$ cat config.mk
export PLATFORM = sky130hd
export DESIGN_NAME = mips_core
export DESIGN_NICKNAME = d
export VERILOG_FILES = /design/src/mips_isa_pkg.sv /design/src/mips_pipe_pkg.sv /design/src/forwarding_unit.sv /design/src/mips_core.sv /design/src/pipe_decode.sv /design/src/pipe_execute.sv /design/src/pipe_retire.sv /design/src/reg_file.sv
export SDC_FILE = /design/constraint.sdc
export NUM_CORES = 2
export LEC_CHECK = 0
export BUFFER_PORTS_ARGS = -buffer_cell sky130_fd_sc_hd__buf_2
export CAP_MARGIN = 15
export CELL_PAD_IN_SITES_DETAIL_PLACEMENT = 0
export CELL_PAD_IN_SITES_GLOBAL_PLACEMENT = 1
export CORE_UTILIZATION = 40
export CTS_CLUSTER_DIAMETER = 150
export DETAILED_ROUTE_END_ITERATION = 12
export MAX_ROUTING_LAYER = met4
export PLACE_DENSITY = 0.69
export SLEW_MARGIN = 20
export SYNTH_ARGS = -nofsm -noshare
export SYNTH_HDL_FRONTEND = slang
export SYNTH_HIERARCHICAL = 1
export SYNTH_SLANG_ARGS = --single-unit
$ cat constraint.sdc
create_clock -name i_clk -period 5.7 [get_ports i_clk]
set_input_delay 0.57 -clock i_clk [delete_from_list [all_inputs] [get_ports i_clk]]
set_output_delay 0.57 -clock i_clk [all_outputs]
set_load 0.01 [all_outputs]
$ cat src/mips_isa_pkg.sv
package mips_isa_pkg;

  // Register file geometry
  localparam int reg_addr_w = 5;
  localparam int data_w     = 32;
  localparam int num_regs   = 32;

  // Instruction field widths
  localparam int opcode_w = 6;
  localparam int funct_w  = 6;
  localparam int imm_w    = 16;

  // Low bit of each register field in the instruction word
  localparam int rs_lsb = 21;
  localparam int rt_lsb = 16;
  localparam int rd_lsb = 11;

  // Primary opcodes, anything else decodes as a no-op
  typedef enum logic [opcode_w-1:0] {
    op_rtype = 6'h00,
    op_addi  = 6'h08
  } opcode_e;

  // R-type function codes
  typedef enum logic [funct_w-1:0] {
    fn_add = 6'h20,
    fn_sub = 6'h22,
    fn_and = 6'h24,
    fn_or  = 6'h25,
    fn_slt = 6'h2a
  } funct_e;

  // Operations the execute stage ALU can perform
  typedef enum logic [2:0] {
    alu_add = 3'd0,
    alu_sub = 3'd1,
    alu_and = 3'd2,
    alu_or  = 3'd3,
    alu_slt = 3'd4
  } alu_op_e;

endpackage

$ cat src/mips_pipe_pkg.sv
package mips_pipe_pkg;

  // Operand source select from the forwarding unit
  // Memory stage wins over write-back when both match
  typedef enum logic [1:0] {
    fwd_none = 2'b00,
    fwd_mem  = 2'b01,
    fwd_wb   = 2'b10
  } fwd_sel_e;

  // ID/EX register contents
  // Immediate is already sign extended to a full word
  typedef struct packed {
    logic                                valid;
    logic                                reg_write;
    mips_isa_pkg::alu_op_e               alu_op;
    logic                                use_imm;
    logic [mips_isa_pkg::reg_addr_w-1:0] rs;
    logic [mips_isa_pkg::reg_addr_w-1:0] rt;
    logic [mips_isa_pkg::reg_addr_w-1:0] rd;
    logic [mips_isa_pkg::data_w-1:0]     rs_data;
    logic [mips_isa_pkg::data_w-1:0]     rt_data;
    logic [mips_isa_pkg::data_w-1:0]     imm;
  } id_ex_t;

  // EX/MEM register contents
  typedef struct packed {
    logic                                valid;
    logic                                reg_write;
    logic [mips_isa_pkg::reg_addr_w-1:0] rd;
    logic [mips_isa_pkg::data_w-1:0]     result;
  } ex_mem_t;

  // MEM/WB register contents
  // Same layout as EX/MEM since there is no data memory
  typedef struct packed {
    logic                                valid;
    logic                                reg_write;
    logic [mips_isa_pkg::reg_addr_w-1:0] rd;
    logic [mips_isa_pkg::data_w-1:0]     result;
  } mem_wb_t;

endpackage

$ cat src/forwarding_unit.sv
`timescale 1ns/1ns

module forwarding_unit (
  input  logic [mips_isa_pkg::reg_addr_w-1:0] i_ex_rs,
  input  logic [mips_isa_pkg::reg_addr_w-1:0] i_ex_rt,
  input  logic [mips_isa_pkg::reg_addr_w-1:0] i_mem_rd,
  input  logic                                i_mem_reg_write,
  input  logic [mips_isa_pkg::reg_addr_w-1:0] i_wb_rd,
  input  logic                                i_wb_reg_write,
  output mips_pipe_pkg::fwd_sel_e             o_forward_a,
  output mips_pipe_pkg::fwd_sel_e             o_forward_b
);

  logic mem_live;
  logic wb_live;

  // A stage only forwards if it really writes a nonzero register
  assign mem_live = i_mem_reg_write && (i_mem_rd != '0);
  assign wb_live  = i_wb_reg_write && (i_wb_rd != '0);

  // Same priority test for both operands
  // Newest producer first, then the older one, else the register file
  function automatic mips_pipe_pkg::fwd_sel_e pick_src(
    input logic [mips_isa_pkg::reg_addr_w-1:0] src
  );
    if (mem_live && (i_mem_rd == src)) begin
      return mips_pipe_pkg::fwd_mem;
    end else if (wb_live && (i_wb_rd == src)) begin
      return mips_pipe_pkg::fwd_wb;
    end
    return mips_pipe_pkg::fwd_none;
  endfunction

  always_comb begin
    // Operand A from rs
    o_forward_a = pick_src(i_ex_rs);
    // Operand B from rt
    o_forward_b = pick_src(i_ex_rt);
  end

endmodule

$ cat src/mips_core.sv
`timescale 1ns/1ns

module mips_core (
  input  logic                                i_clk,
  input  logic                                i_rst,
  input  logic                                i_valid,
  input  logic [mips_isa_pkg::data_w-1:0]     i_instr,
  output logic                                o_wb_valid,
  output logic [mips_isa_pkg::reg_addr_w-1:0] o_wb_rd,
  output logic [mips_isa_pkg::data_w-1:0]     o_wb_data
);

  logic [mips_isa_pkg::reg_addr_w-1:0] rs_addr;
  logic [mips_isa_pkg::reg_addr_w-1:0] rt_addr;
  logic [mips_isa_pkg::data_w-1:0]     rs_data;
  logic [mips_isa_pkg::data_w-1:0]     rt_data;
  mips_pipe_pkg::id_ex_t               id_ex;
  mips_pipe_pkg::ex_mem_t              ex_mem;
  mips_pipe_pkg::mem_wb_t              mem_wb;
  mips_pipe_pkg::fwd_sel_e             forward_a;
  mips_pipe_pkg::fwd_sel_e             forward_b;

  // Decode and register read
  pipe_decode u_decode (
    .i_clk(i_clk), .i_rst(i_rst), .i_valid(i_valid), .i_instr(i_instr),
    .o_rs_addr(rs_addr), .o_rt_addr(rt_addr),
    .i_rs_data(rs_data), .i_rt_data(rt_data), .o_id_ex(id_ex)
  );

  // Write port is fed from MEM/WB
  reg_file u_reg_file (
    .i_clk(i_clk), .i_rst(i_rst),
    .i_rd_addr_a(rs_addr), .i_rd_addr_b(rt_addr),
    .i_wr_en(mem_wb.reg_write), .i_wr_addr(mem_wb.rd), .i_wr_data(mem_wb.result),
    .o_rd_data_a(rs_data), .o_rd_data_b(rt_data)
  );

  // Hazard compare of execute sources against later stages
  forwarding_unit u_forwarding (
    .i_ex_rs(id_ex.rs), .i_ex_rt(id_ex.rt),
    .i_mem_rd(ex_mem.rd), .i_mem_reg_write(ex_mem.reg_write),
    .i_wb_rd(mem_wb.rd), .i_wb_reg_write(mem_wb.reg_write),
    .o_forward_a(forward_a), .o_forward_b(forward_b)
  );

  pipe_execute u_execute (
    .i_clk(i_clk), .i_rst(i_rst), .i_id_ex(id_ex),
    .i_forward_a(forward_a), .i_forward_b(forward_b),
    .i_mem_wb(mem_wb), .o_ex_mem(ex_mem)
  );

  pipe_retire u_retire (
    .i_clk(i_clk), .i_rst(i_rst), .i_ex_mem(ex_mem), .o_mem_wb(mem_wb),
    .o_wb_valid(o_wb_valid), .o_wb_rd(o_wb_rd), .o_wb_data(o_wb_data)
  );

endmodule

$ cat src/pipe_decode.sv
`timescale 1ns/1ns

module pipe_decode (
  input  logic                                i_clk,
  input  logic                                i_rst,
  input  logic                                i_valid,
  input  logic [mips_isa_pkg::data_w-1:0]     i_instr,
  output logic [mips_isa_pkg::reg_addr_w-1:0] o_rs_addr,
  output logic [mips_isa_pkg::reg_addr_w-1:0] o_rt_addr,
  input  logic [mips_isa_pkg::data_w-1:0]     i_rs_data,
  input  logic [mips_isa_pkg::data_w-1:0]     i_rt_data,
  output mips_pipe_pkg::id_ex_t               o_id_ex
);

  logic                                if_valid;
  logic [mips_isa_pkg::data_w-1:0]     if_instr;
  logic [mips_isa_pkg::opcode_w-1:0]   opcode;
  logic [mips_isa_pkg::funct_w-1:0]    funct;
  logic [mips_isa_pkg::imm_w-1:0]      imm16;
  logic [mips_isa_pkg::reg_addr_w-1:0] rd_field;
  logic                                supported;
  mips_pipe_pkg::id_ex_t               id_ex_d;

  // Incoming instruction is captured before decode
  always_ff @(posedge i_clk) begin
    if_instr <= i_instr;
    if_valid <= i_rst ? 1'b0 : i_valid;
  end

  // Field split
  assign opcode    = if_instr[mips_isa_pkg::data_w-1 -: mips_isa_pkg::opcode_w];
  assign funct     = if_instr[mips_isa_pkg::funct_w-1:0];
  assign imm16     = if_instr[mips_isa_pkg::imm_w-1:0];
  assign rd_field  = if_instr[mips_isa_pkg::rd_lsb +: mips_isa_pkg::reg_addr_w];
  assign o_rs_addr = if_instr[mips_isa_pkg::rs_lsb +: mips_isa_pkg::reg_addr_w];
  assign o_rt_addr = if_instr[mips_isa_pkg::rt_lsb +: mips_isa_pkg::reg_addr_w];

  always_comb begin
    id_ex_d         = '0;
    id_ex_d.alu_op  = mips_isa_pkg::alu_add;
    id_ex_d.rs      = o_rs_addr;
    id_ex_d.rt      = o_rt_addr;
    id_ex_d.rd      = rd_field;
    id_ex_d.rs_data = i_rs_data;
    id_ex_d.rt_data = i_rt_data;
    // Sign extend the 16-bit immediate
    id_ex_d.imm = {{(mips_isa_pkg::data_w - mips_isa_pkg::imm_w){imm16[mips_isa_pkg::imm_w-1]}},
                   imm16};
    supported = 1'b1;
    case (opcode)
      mips_isa_pkg::op_rtype: begin
        case (funct)
          mips_isa_pkg::fn_add: id_ex_d.alu_op = mips_isa_pkg::alu_add;
          mips_isa_pkg::fn_sub: id_ex_d.alu_op = mips_isa_pkg::alu_sub;
          mips_isa_pkg::fn_and: id_ex_d.alu_op = mips_isa_pkg::alu_and;
          mips_isa_pkg::fn_or:  id_ex_d.alu_op = mips_isa_pkg::alu_or;
          mips_isa_pkg::fn_slt: id_ex_d.alu_op = mips_isa_pkg::alu_slt;
          default:              supported = 1'b0;
        endcase
      end
      mips_isa_pkg::op_addi: begin
        // addi writes rt and takes B from the immediate
        id_ex_d.use_imm = 1'b1;
        id_ex_d.rd      = o_rt_addr;
      end
      default: supported = 1'b0;
    endcase
    id_ex_d.valid     = if_valid;
    // Unsupported codes still flow but never write back
    id_ex_d.reg_write = if_valid && supported;
  end

  // ID/EX register, only control bits are reset
  always_ff @(posedge i_clk) begin
    o_id_ex <= id_ex_d;
    if (i_rst) begin
      o_id_ex.valid     <= 1'b0;
      o_id_ex.reg_write <= 1'b0;
    end
  end

endmodule

$ cat src/pipe_execute.sv
`timescale 1ns/1ns

module pipe_execute (
  input  logic                    i_clk,
  input  logic                    i_rst,
  input  mips_pipe_pkg::id_ex_t   i_id_ex,
  input  mips_pipe_pkg::fwd_sel_e i_forward_a,
  input  mips_pipe_pkg::fwd_sel_e i_forward_b,
  input  mips_pipe_pkg::mem_wb_t  i_mem_wb,
  output mips_pipe_pkg::ex_mem_t  o_ex_mem
);

  logic [mips_isa_pkg::data_w-1:0] op_a;
  logic [mips_isa_pkg::data_w-1:0] rt_val;
  logic [mips_isa_pkg::data_w-1:0] op_b;
  logic [mips_isa_pkg::data_w-1:0] alu_y;
  mips_pipe_pkg::ex_mem_t          ex_mem_d;

  // Forwarding mux shared by both operands
  function automatic logic [mips_isa_pkg::data_w-1:0] fwd_pick(
    input mips_pipe_pkg::fwd_sel_e        sel,
    input logic [mips_isa_pkg::data_w-1:0] reg_val,
    input logic [mips_isa_pkg::data_w-1:0] mem_val,
    input logic [mips_isa_pkg::data_w-1:0] wb_val
  );
    case (sel)
      mips_pipe_pkg::fwd_mem: return mem_val;
      mips_pipe_pkg::fwd_wb:  return wb_val;
      default:                return reg_val;
    endcase
  endfunction

  always_comb begin
    // EX/MEM output is the memory stage forwarding source
    op_a   = fwd_pick(i_forward_a, i_id_ex.rs_data, o_ex_mem.result, i_mem_wb.result);
    rt_val = fwd_pick(i_forward_b, i_id_ex.rt_data, o_ex_mem.result, i_mem_wb.result);
    // Immediate overrides B after forwarding
    op_b = i_id_ex.use_imm ? i_id_ex.imm : rt_val;
    alu_y = '0;
    case (i_id_ex.alu_op)
      mips_isa_pkg::alu_add: alu_y = op_a + op_b;
      mips_isa_pkg::alu_sub: alu_y = op_a - op_b;
      mips_isa_pkg::alu_and: alu_y = op_a & op_b;
      mips_isa_pkg::alu_or:  alu_y = op_a | op_b;
      // Signed compare, result is 0 or 1
      mips_isa_pkg::alu_slt: alu_y[0] = $signed(op_a) < $signed(op_b);
      default:               alu_y = op_a + op_b;
    endcase
  end

  always_comb begin
    ex_mem_d.valid     = i_id_ex.valid;
    ex_mem_d.reg_write = i_id_ex.reg_write;
    ex_mem_d.rd        = i_id_ex.rd;
    ex_mem_d.result    = alu_y;
  end

  // EX/MEM register
  always_ff @(posedge i_clk) begin
    o_ex_mem <= ex_mem_d;
    if (i_rst) begin
      o_ex_mem.valid     <= 1'b0;
      o_ex_mem.reg_write <= 1'b0;
    end
  end

endmodule

$ cat src/pipe_retire.sv
`timescale 1ns/1ns

module pipe_retire (
  input  logic                                i_clk,
  input  logic                                i_rst,
  input  mips_pipe_pkg::ex_mem_t              i_ex_mem,
  output mips_pipe_pkg::mem_wb_t              o_mem_wb,
  output logic                                o_wb_valid,
  output logic [mips_isa_pkg::reg_addr_w-1:0] o_wb_rd,
  output logic [mips_isa_pkg::data_w-1:0]     o_wb_data
);

  mips_pipe_pkg::mem_wb_t mem_wb_d;

  // No data memory, so the memory stage just passes its result on
  always_comb begin
    mem_wb_d.valid     = i_ex_mem.valid;
    mem_wb_d.reg_write = i_ex_mem.reg_write;
    mem_wb_d.rd        = i_ex_mem.rd;
    mem_wb_d.result    = i_ex_mem.result;
  end

  // MEM/WB register
  always_ff @(posedge i_clk) begin
    o_mem_wb <= mem_wb_d;
    if (i_rst) begin
      o_mem_wb.valid     <= 1'b0;
      o_mem_wb.reg_write <= 1'b0;
    end
  end

  // Write-back report
  // Pulses once per retiring instruction that writes a register
  assign o_wb_valid = o_mem_wb.valid & o_mem_wb.reg_write;
  assign o_wb_rd    = o_mem_wb.rd;
  assign o_wb_data  = o_mem_wb.result;

endmodule

$ cat src/reg_file.sv
`timescale 1ns/1ns

module reg_file (
  input  logic                                i_clk,
  input  logic                                i_rst,
  input  logic [mips_isa_pkg::reg_addr_w-1:0] i_rd_addr_a,
  input  logic [mips_isa_pkg::reg_addr_w-1:0] i_rd_addr_b,
  input  logic                                i_wr_en,
  input  logic [mips_isa_pkg::reg_addr_w-1:0] i_wr_addr,
  input  logic [mips_isa_pkg::data_w-1:0]     i_wr_data,
  output logic [mips_isa_pkg::data_w-1:0]     o_rd_data_a,
  output logic [mips_isa_pkg::data_w-1:0]     o_rd_data_b
);

  logic [mips_isa_pkg::data_w-1:0] regs [mips_isa_pkg::num_regs];
  logic                            wr_live;

  // Writes to r0 are dropped so it stays zero
  assign wr_live = i_wr_en && (i_wr_addr != '0);

  always_ff @(posedge i_clk) begin
    if (i_rst) begin
      for (int i = 0; i < mips_isa_pkg::num_regs; i++) begin
        regs[i] <= '0;
      end
    end else if (wr_live) begin
      regs[i_wr_addr] <= i_wr_data;
    end
  end

  // Write-first read ports
  // A read of the register being written sees the new value
  always_comb begin
    o_rd_data_a = regs[i_rd_addr_a];
    o_rd_data_b = regs[i_rd_addr_b];
    if (wr_live && (i_rd_addr_a == i_wr_addr)) begin
      o_rd_data_a = i_wr_data;
    end
    if (wr_live && (i_rd_addr_b == i_wr_addr)) begin
      o_rd_data_b = i_wr_data;
    end
  end

endmodule

==> results.tsv <==
stage	metric	value	unit
worst_setup_path	Critical Path Slowest Stage Cell	o41ai_1	
detailed_routing	drt first pass iters	8	
place	RD Place Congestion	0.938	
synthesis	Yosys cell types	95	
power_and_ir_drop	switch share	30.6	%
sta	fmax	183	MHz
synthesis	asr flop ratio synth	0	%
clocking	CTS tree	built	
detailed_routing	Post-route DRC	0	
final_layout	area grow syn2layout	10.7	%
floorplanning	Core Area	164000	um^2
detailed_routing	Final ANT Viol Nets	0	
floorplanning	row count	148	
sta	final hold violations	0	
worst_setup_path	Critical Path Start Type	flip-flop	
clocking	H-tree depth	4	
power_and_ir_drop	Leak	27.0	nW
run_status	status	completed	
sta	Slew Viols, Final	0	
place	port bufs	72	
synthesis	post-synthesis adder-cell area fraction	1.95	%
clocking	Num CTS Buffers	139	
floorplanning	Die Y	409	um
clocking	clock tree buffer depth	3	
sta	Setup WS post-layout	0.239	ns
sta	fin crit period	5.46	ns
sta	final-report setup violation count	0	
detailed_routing	DR iter-0 viols	5359	
clocking	root buffer cell	clkbuf_16	
final_layout	share of cells above drive strength 1	21.0	%
sta	RSZ-0062 raised after global routing	yes	
floorplanning	# IOs	73	
power_and_ir_drop	Max rail drop VDD	0.392	mV
synthesis	Post-synth EDFFs	1024	
global_routing	vias in the first global route	42328	
power_and_ir_drop	Pint	17.0	mW
worst_setup_path	worst path bufs/invs	6	
final_layout	nets	4959	
synthesis	Post-Synthesis Cells	4854	
sta	clock skew	0.0336	ns
power_and_ir_drop	Sequential Power Share	44.2	%
worst_setup_path	WP data arrival	6.18	ns
synthesis	ys flop type	edfxtp_1	
detailed_routing	Detailed Route WL	212000	um
worst_setup_path	CP Cell Sequence	or4_1, o21ai_2, nor4_1, buf_4, nor4_4, buf_4, inv_1, ha_1, buf_12, buf_4, a22oi_1, o21ai_0, ha_1, nand2b_1, a221oi_1, o41ai_1, a31oi_2, buf_4, a221oi_4, nor2_1, o41ai_1, nor4_1, a21oi_1	
floorplanning	die width	409	um
synthesis	Seq/Total Area, Yosys	52.9	%
global_routing	first-pass GRT wire length	303000	um
detailed_routing	vias per cell	6.05	
worst_setup_path	crit path kind	flip-flop to flip-flop	
final_layout	Fillers	14408	
clocking	Clock transition at path regs	0.06	ns
worst_setup_path	Worst path max stage delay	0.54	ns
sta	Worst Tran Pin Value	1.13	ns
hold_path	Worst Hold Class	input pin to flip-flop	
sta	Final period util	95.8	%
final_layout	most frequent cells in the layout	1024 x edfxtp_1, 997 x and2_1, 425 x mux4_2	
worst_setup_path	worst-path fanout max	18	
synthesis	simple-gate share of the synthesized area	14.2	%
synthesis	post-synthesis cell area	66200	um^2
synthesis	syn_area_per_cell	13.6	um^2
global_routing	gr ovfl total	0	
detailed_routing	WL per Instance	29.8	um
worst_setup_path	WP data required	6.42	ns
synthesis	multiplexer share of the synthesized area	18.1	%
global_routing	Global Route Usage Sum	25.7	%
worst_setup_path	CP top delay family	compound AO/OA/AOI/OAI gates	
power_and_ir_drop	pwr dens	334	nW/um^2
synthesis	Yosys reg bits	1236	
detailed_routing	via count	43089	
place	post-DP HPWL	135000	um
place	pre-CTS setup slack	-0.0754	ns
power_and_ir_drop	sw power	7.50	mW
worst_setup_path	Setup crit end kind	flip-flop	
global_routing	initial antenna violation count	22	
sta	Slew headroom	24.5	%
synthesis	Synth Area in XOR/XNOR	0.450	%
floorplanning	DIE AREA	167000	um^2
job	Max-cap violations	0	
synthesis	Synth Area in Compound Gates	7.16	%
worst_setup_path	most used cell, CP	buf_4	
sta	total negative setup slack	0	ns
power_and_ir_drop	Comb power frac	19.6	%
floorplanning	Initial Util	40.5	%
clocking	clock latency on the worst-skew pair	0.81	ns
clocking	Clock Sink Count	1236	
synthesis	largest family of logic cells by synthesized area	multiplexers	
synthesis	synth warn	6	
final_layout	commonest non-fill, non-tap cell in the layout	edfxtp_1	
power_and_ir_drop	clock power share	36.3	%
global_routing	largest net degree at the start of global routing	84	
[per-stage QoR]
step,std cells,util (%),area (um^2),hold slack [ns],power [mW]
after global routing,7114,44.8,73200,0.180,25.3
after global placement,6822,41.8,68300,0.313,15.6
final,7121,44.8,73200,0.195,24.5
after CTS,7108,44.7,73100,0.142,24.5
after floorplan,4885,-,66300,0.310,13.8
after detailed placement,6822,41.8,68300,0.312,15.6
[worst paths after layout]
check	startpoint	end	slack, ns	cells past startpoint
hold / removal	i_rst	u_execute/o_ex_mem[38]$_SDFF_PP0_	0.19	2
setup reg to reg	u_execute/o_ex_mem[32]$_DFF_P_	u_execute/o_ex_mem[20]$_DFF_P_	0.24	23
hold reg to reg	u_decode/o_id_ex[97]$_DFF_P_	u_execute/o_ex_mem[33]$_DFF_P_	0.32	0
setup / recovery	u_execute/o_ex_mem[32]$_DFF_P_	u_execute/o_ex_mem[20]$_DFF_P_	0.24	23
[what timing repair did]
action                     in CTS  in global routing
pin swaps                       0                  2
setup endpoints to repair       3                 16
hold endpoints to repair       33                  0
hold buffers                   33                  0
resized for setup               2                 24
buffers inserted                0                  1
[registers in the layout, summed over array words and instances (netlist names)]
| name | cells |
|---|---|
| u_reg_file/regs | 1024 |
| u_decode/if_instr | 32 |
| u_retire/o_wb_data | 32 |
| u_decode/if_valid | 1 |
| u_retire/o_wb_rd | 5 |
| u_retire/o_mem_wb | 2 |
| u_execute/o_ex_mem | 39 |
| u_decode/o_id_ex | 101 |
[layout make-up]
type / count / area (um^2) / area share (%)
antenna: 12 / 30.0 / 0.0410
clock buffer: 187 / 3800 / 5.20
clock inverter: 66 / 651 / 0.889
inverter: 98 / 368 / 0.502
multi-input combinational: 3024 / 28100 / 38.3
sequential: 1236 / 35000 / 47.8
tap: 2175 / 2720 / 3.72
timing repair buffer: 323 / 2550 / 3.49
[worst register-to-register path: cells and delay by family (launching register included)]
kind                     cells  cell delay (ns)
AO/OA/AOI/OAI                9             2.24
buffers and inverters        6             0.97
adder cells (fa/ha/maj)      2             0.63
AND/OR/NAND/NOR              6             1.26
flip-flops                   1             0.31
[synthesized netlist by cell type, types with 26 or more instances]
library cell,n,share of area (%)
o22ai_1,254,2.4
o31ai_1,43,0.49
or4_1,68,0.77
and2_1,997,9.4
edfxtp_1,1024,46
buf_2,106,0.80
nor2b_1,57,0.54
nor2_1,111,0.63
nand2_1,196,1.1
a21oi_1,80,0.61
mux4_1,83,3.3
mux4_2,425,14
dfxtp_1,212,6.4
o21ai_0,80,0.61
or2_2,26,0.25
a221oi_1,37,0.49
buf_4,71,0.81
clkbuf_1,281,1.6
inv_1,97,0.55
ha_1,100,1.9
buf_6,34,0.58
a22oi_1,37,0.42
o21ai_1,64,0.48
[logic make-up after synthesis]
logic type	count (synthesis)
other	1
buffers and inverters	625
XOR/XNOR	34
AO/OA/AOI/OAI	722
adder cells (fa/ha/maj)	102
flip-flops	1236
multiplexers	531
AND/OR/NAND/NOR	1603
[power groups by stage]
stage | logic, mW | registers [mW] | clock network [mW]
finish | 4.79 | 10.8 | 8.88
detailed placement | 4.67 | 11.0 | 0
global route | 5.09 | 10.9 | 9.34
floorplan | 2.96 | 10.8 | 0
CTS | 4.70 | 10.8 | 9.02
global placement | 4.65 | 11.0 | 0
[layer usage]
metal  up-vias  wire length, um  global-route usage [%]
met5         -                0                       -
met2      2163           102000                    40.9
met3       333            19000                    5.05
met1     22279            86500                    33.6
li1      18314                -                       -
met4         0             4970                    6.86
Power figures use the tool's default switching activity.
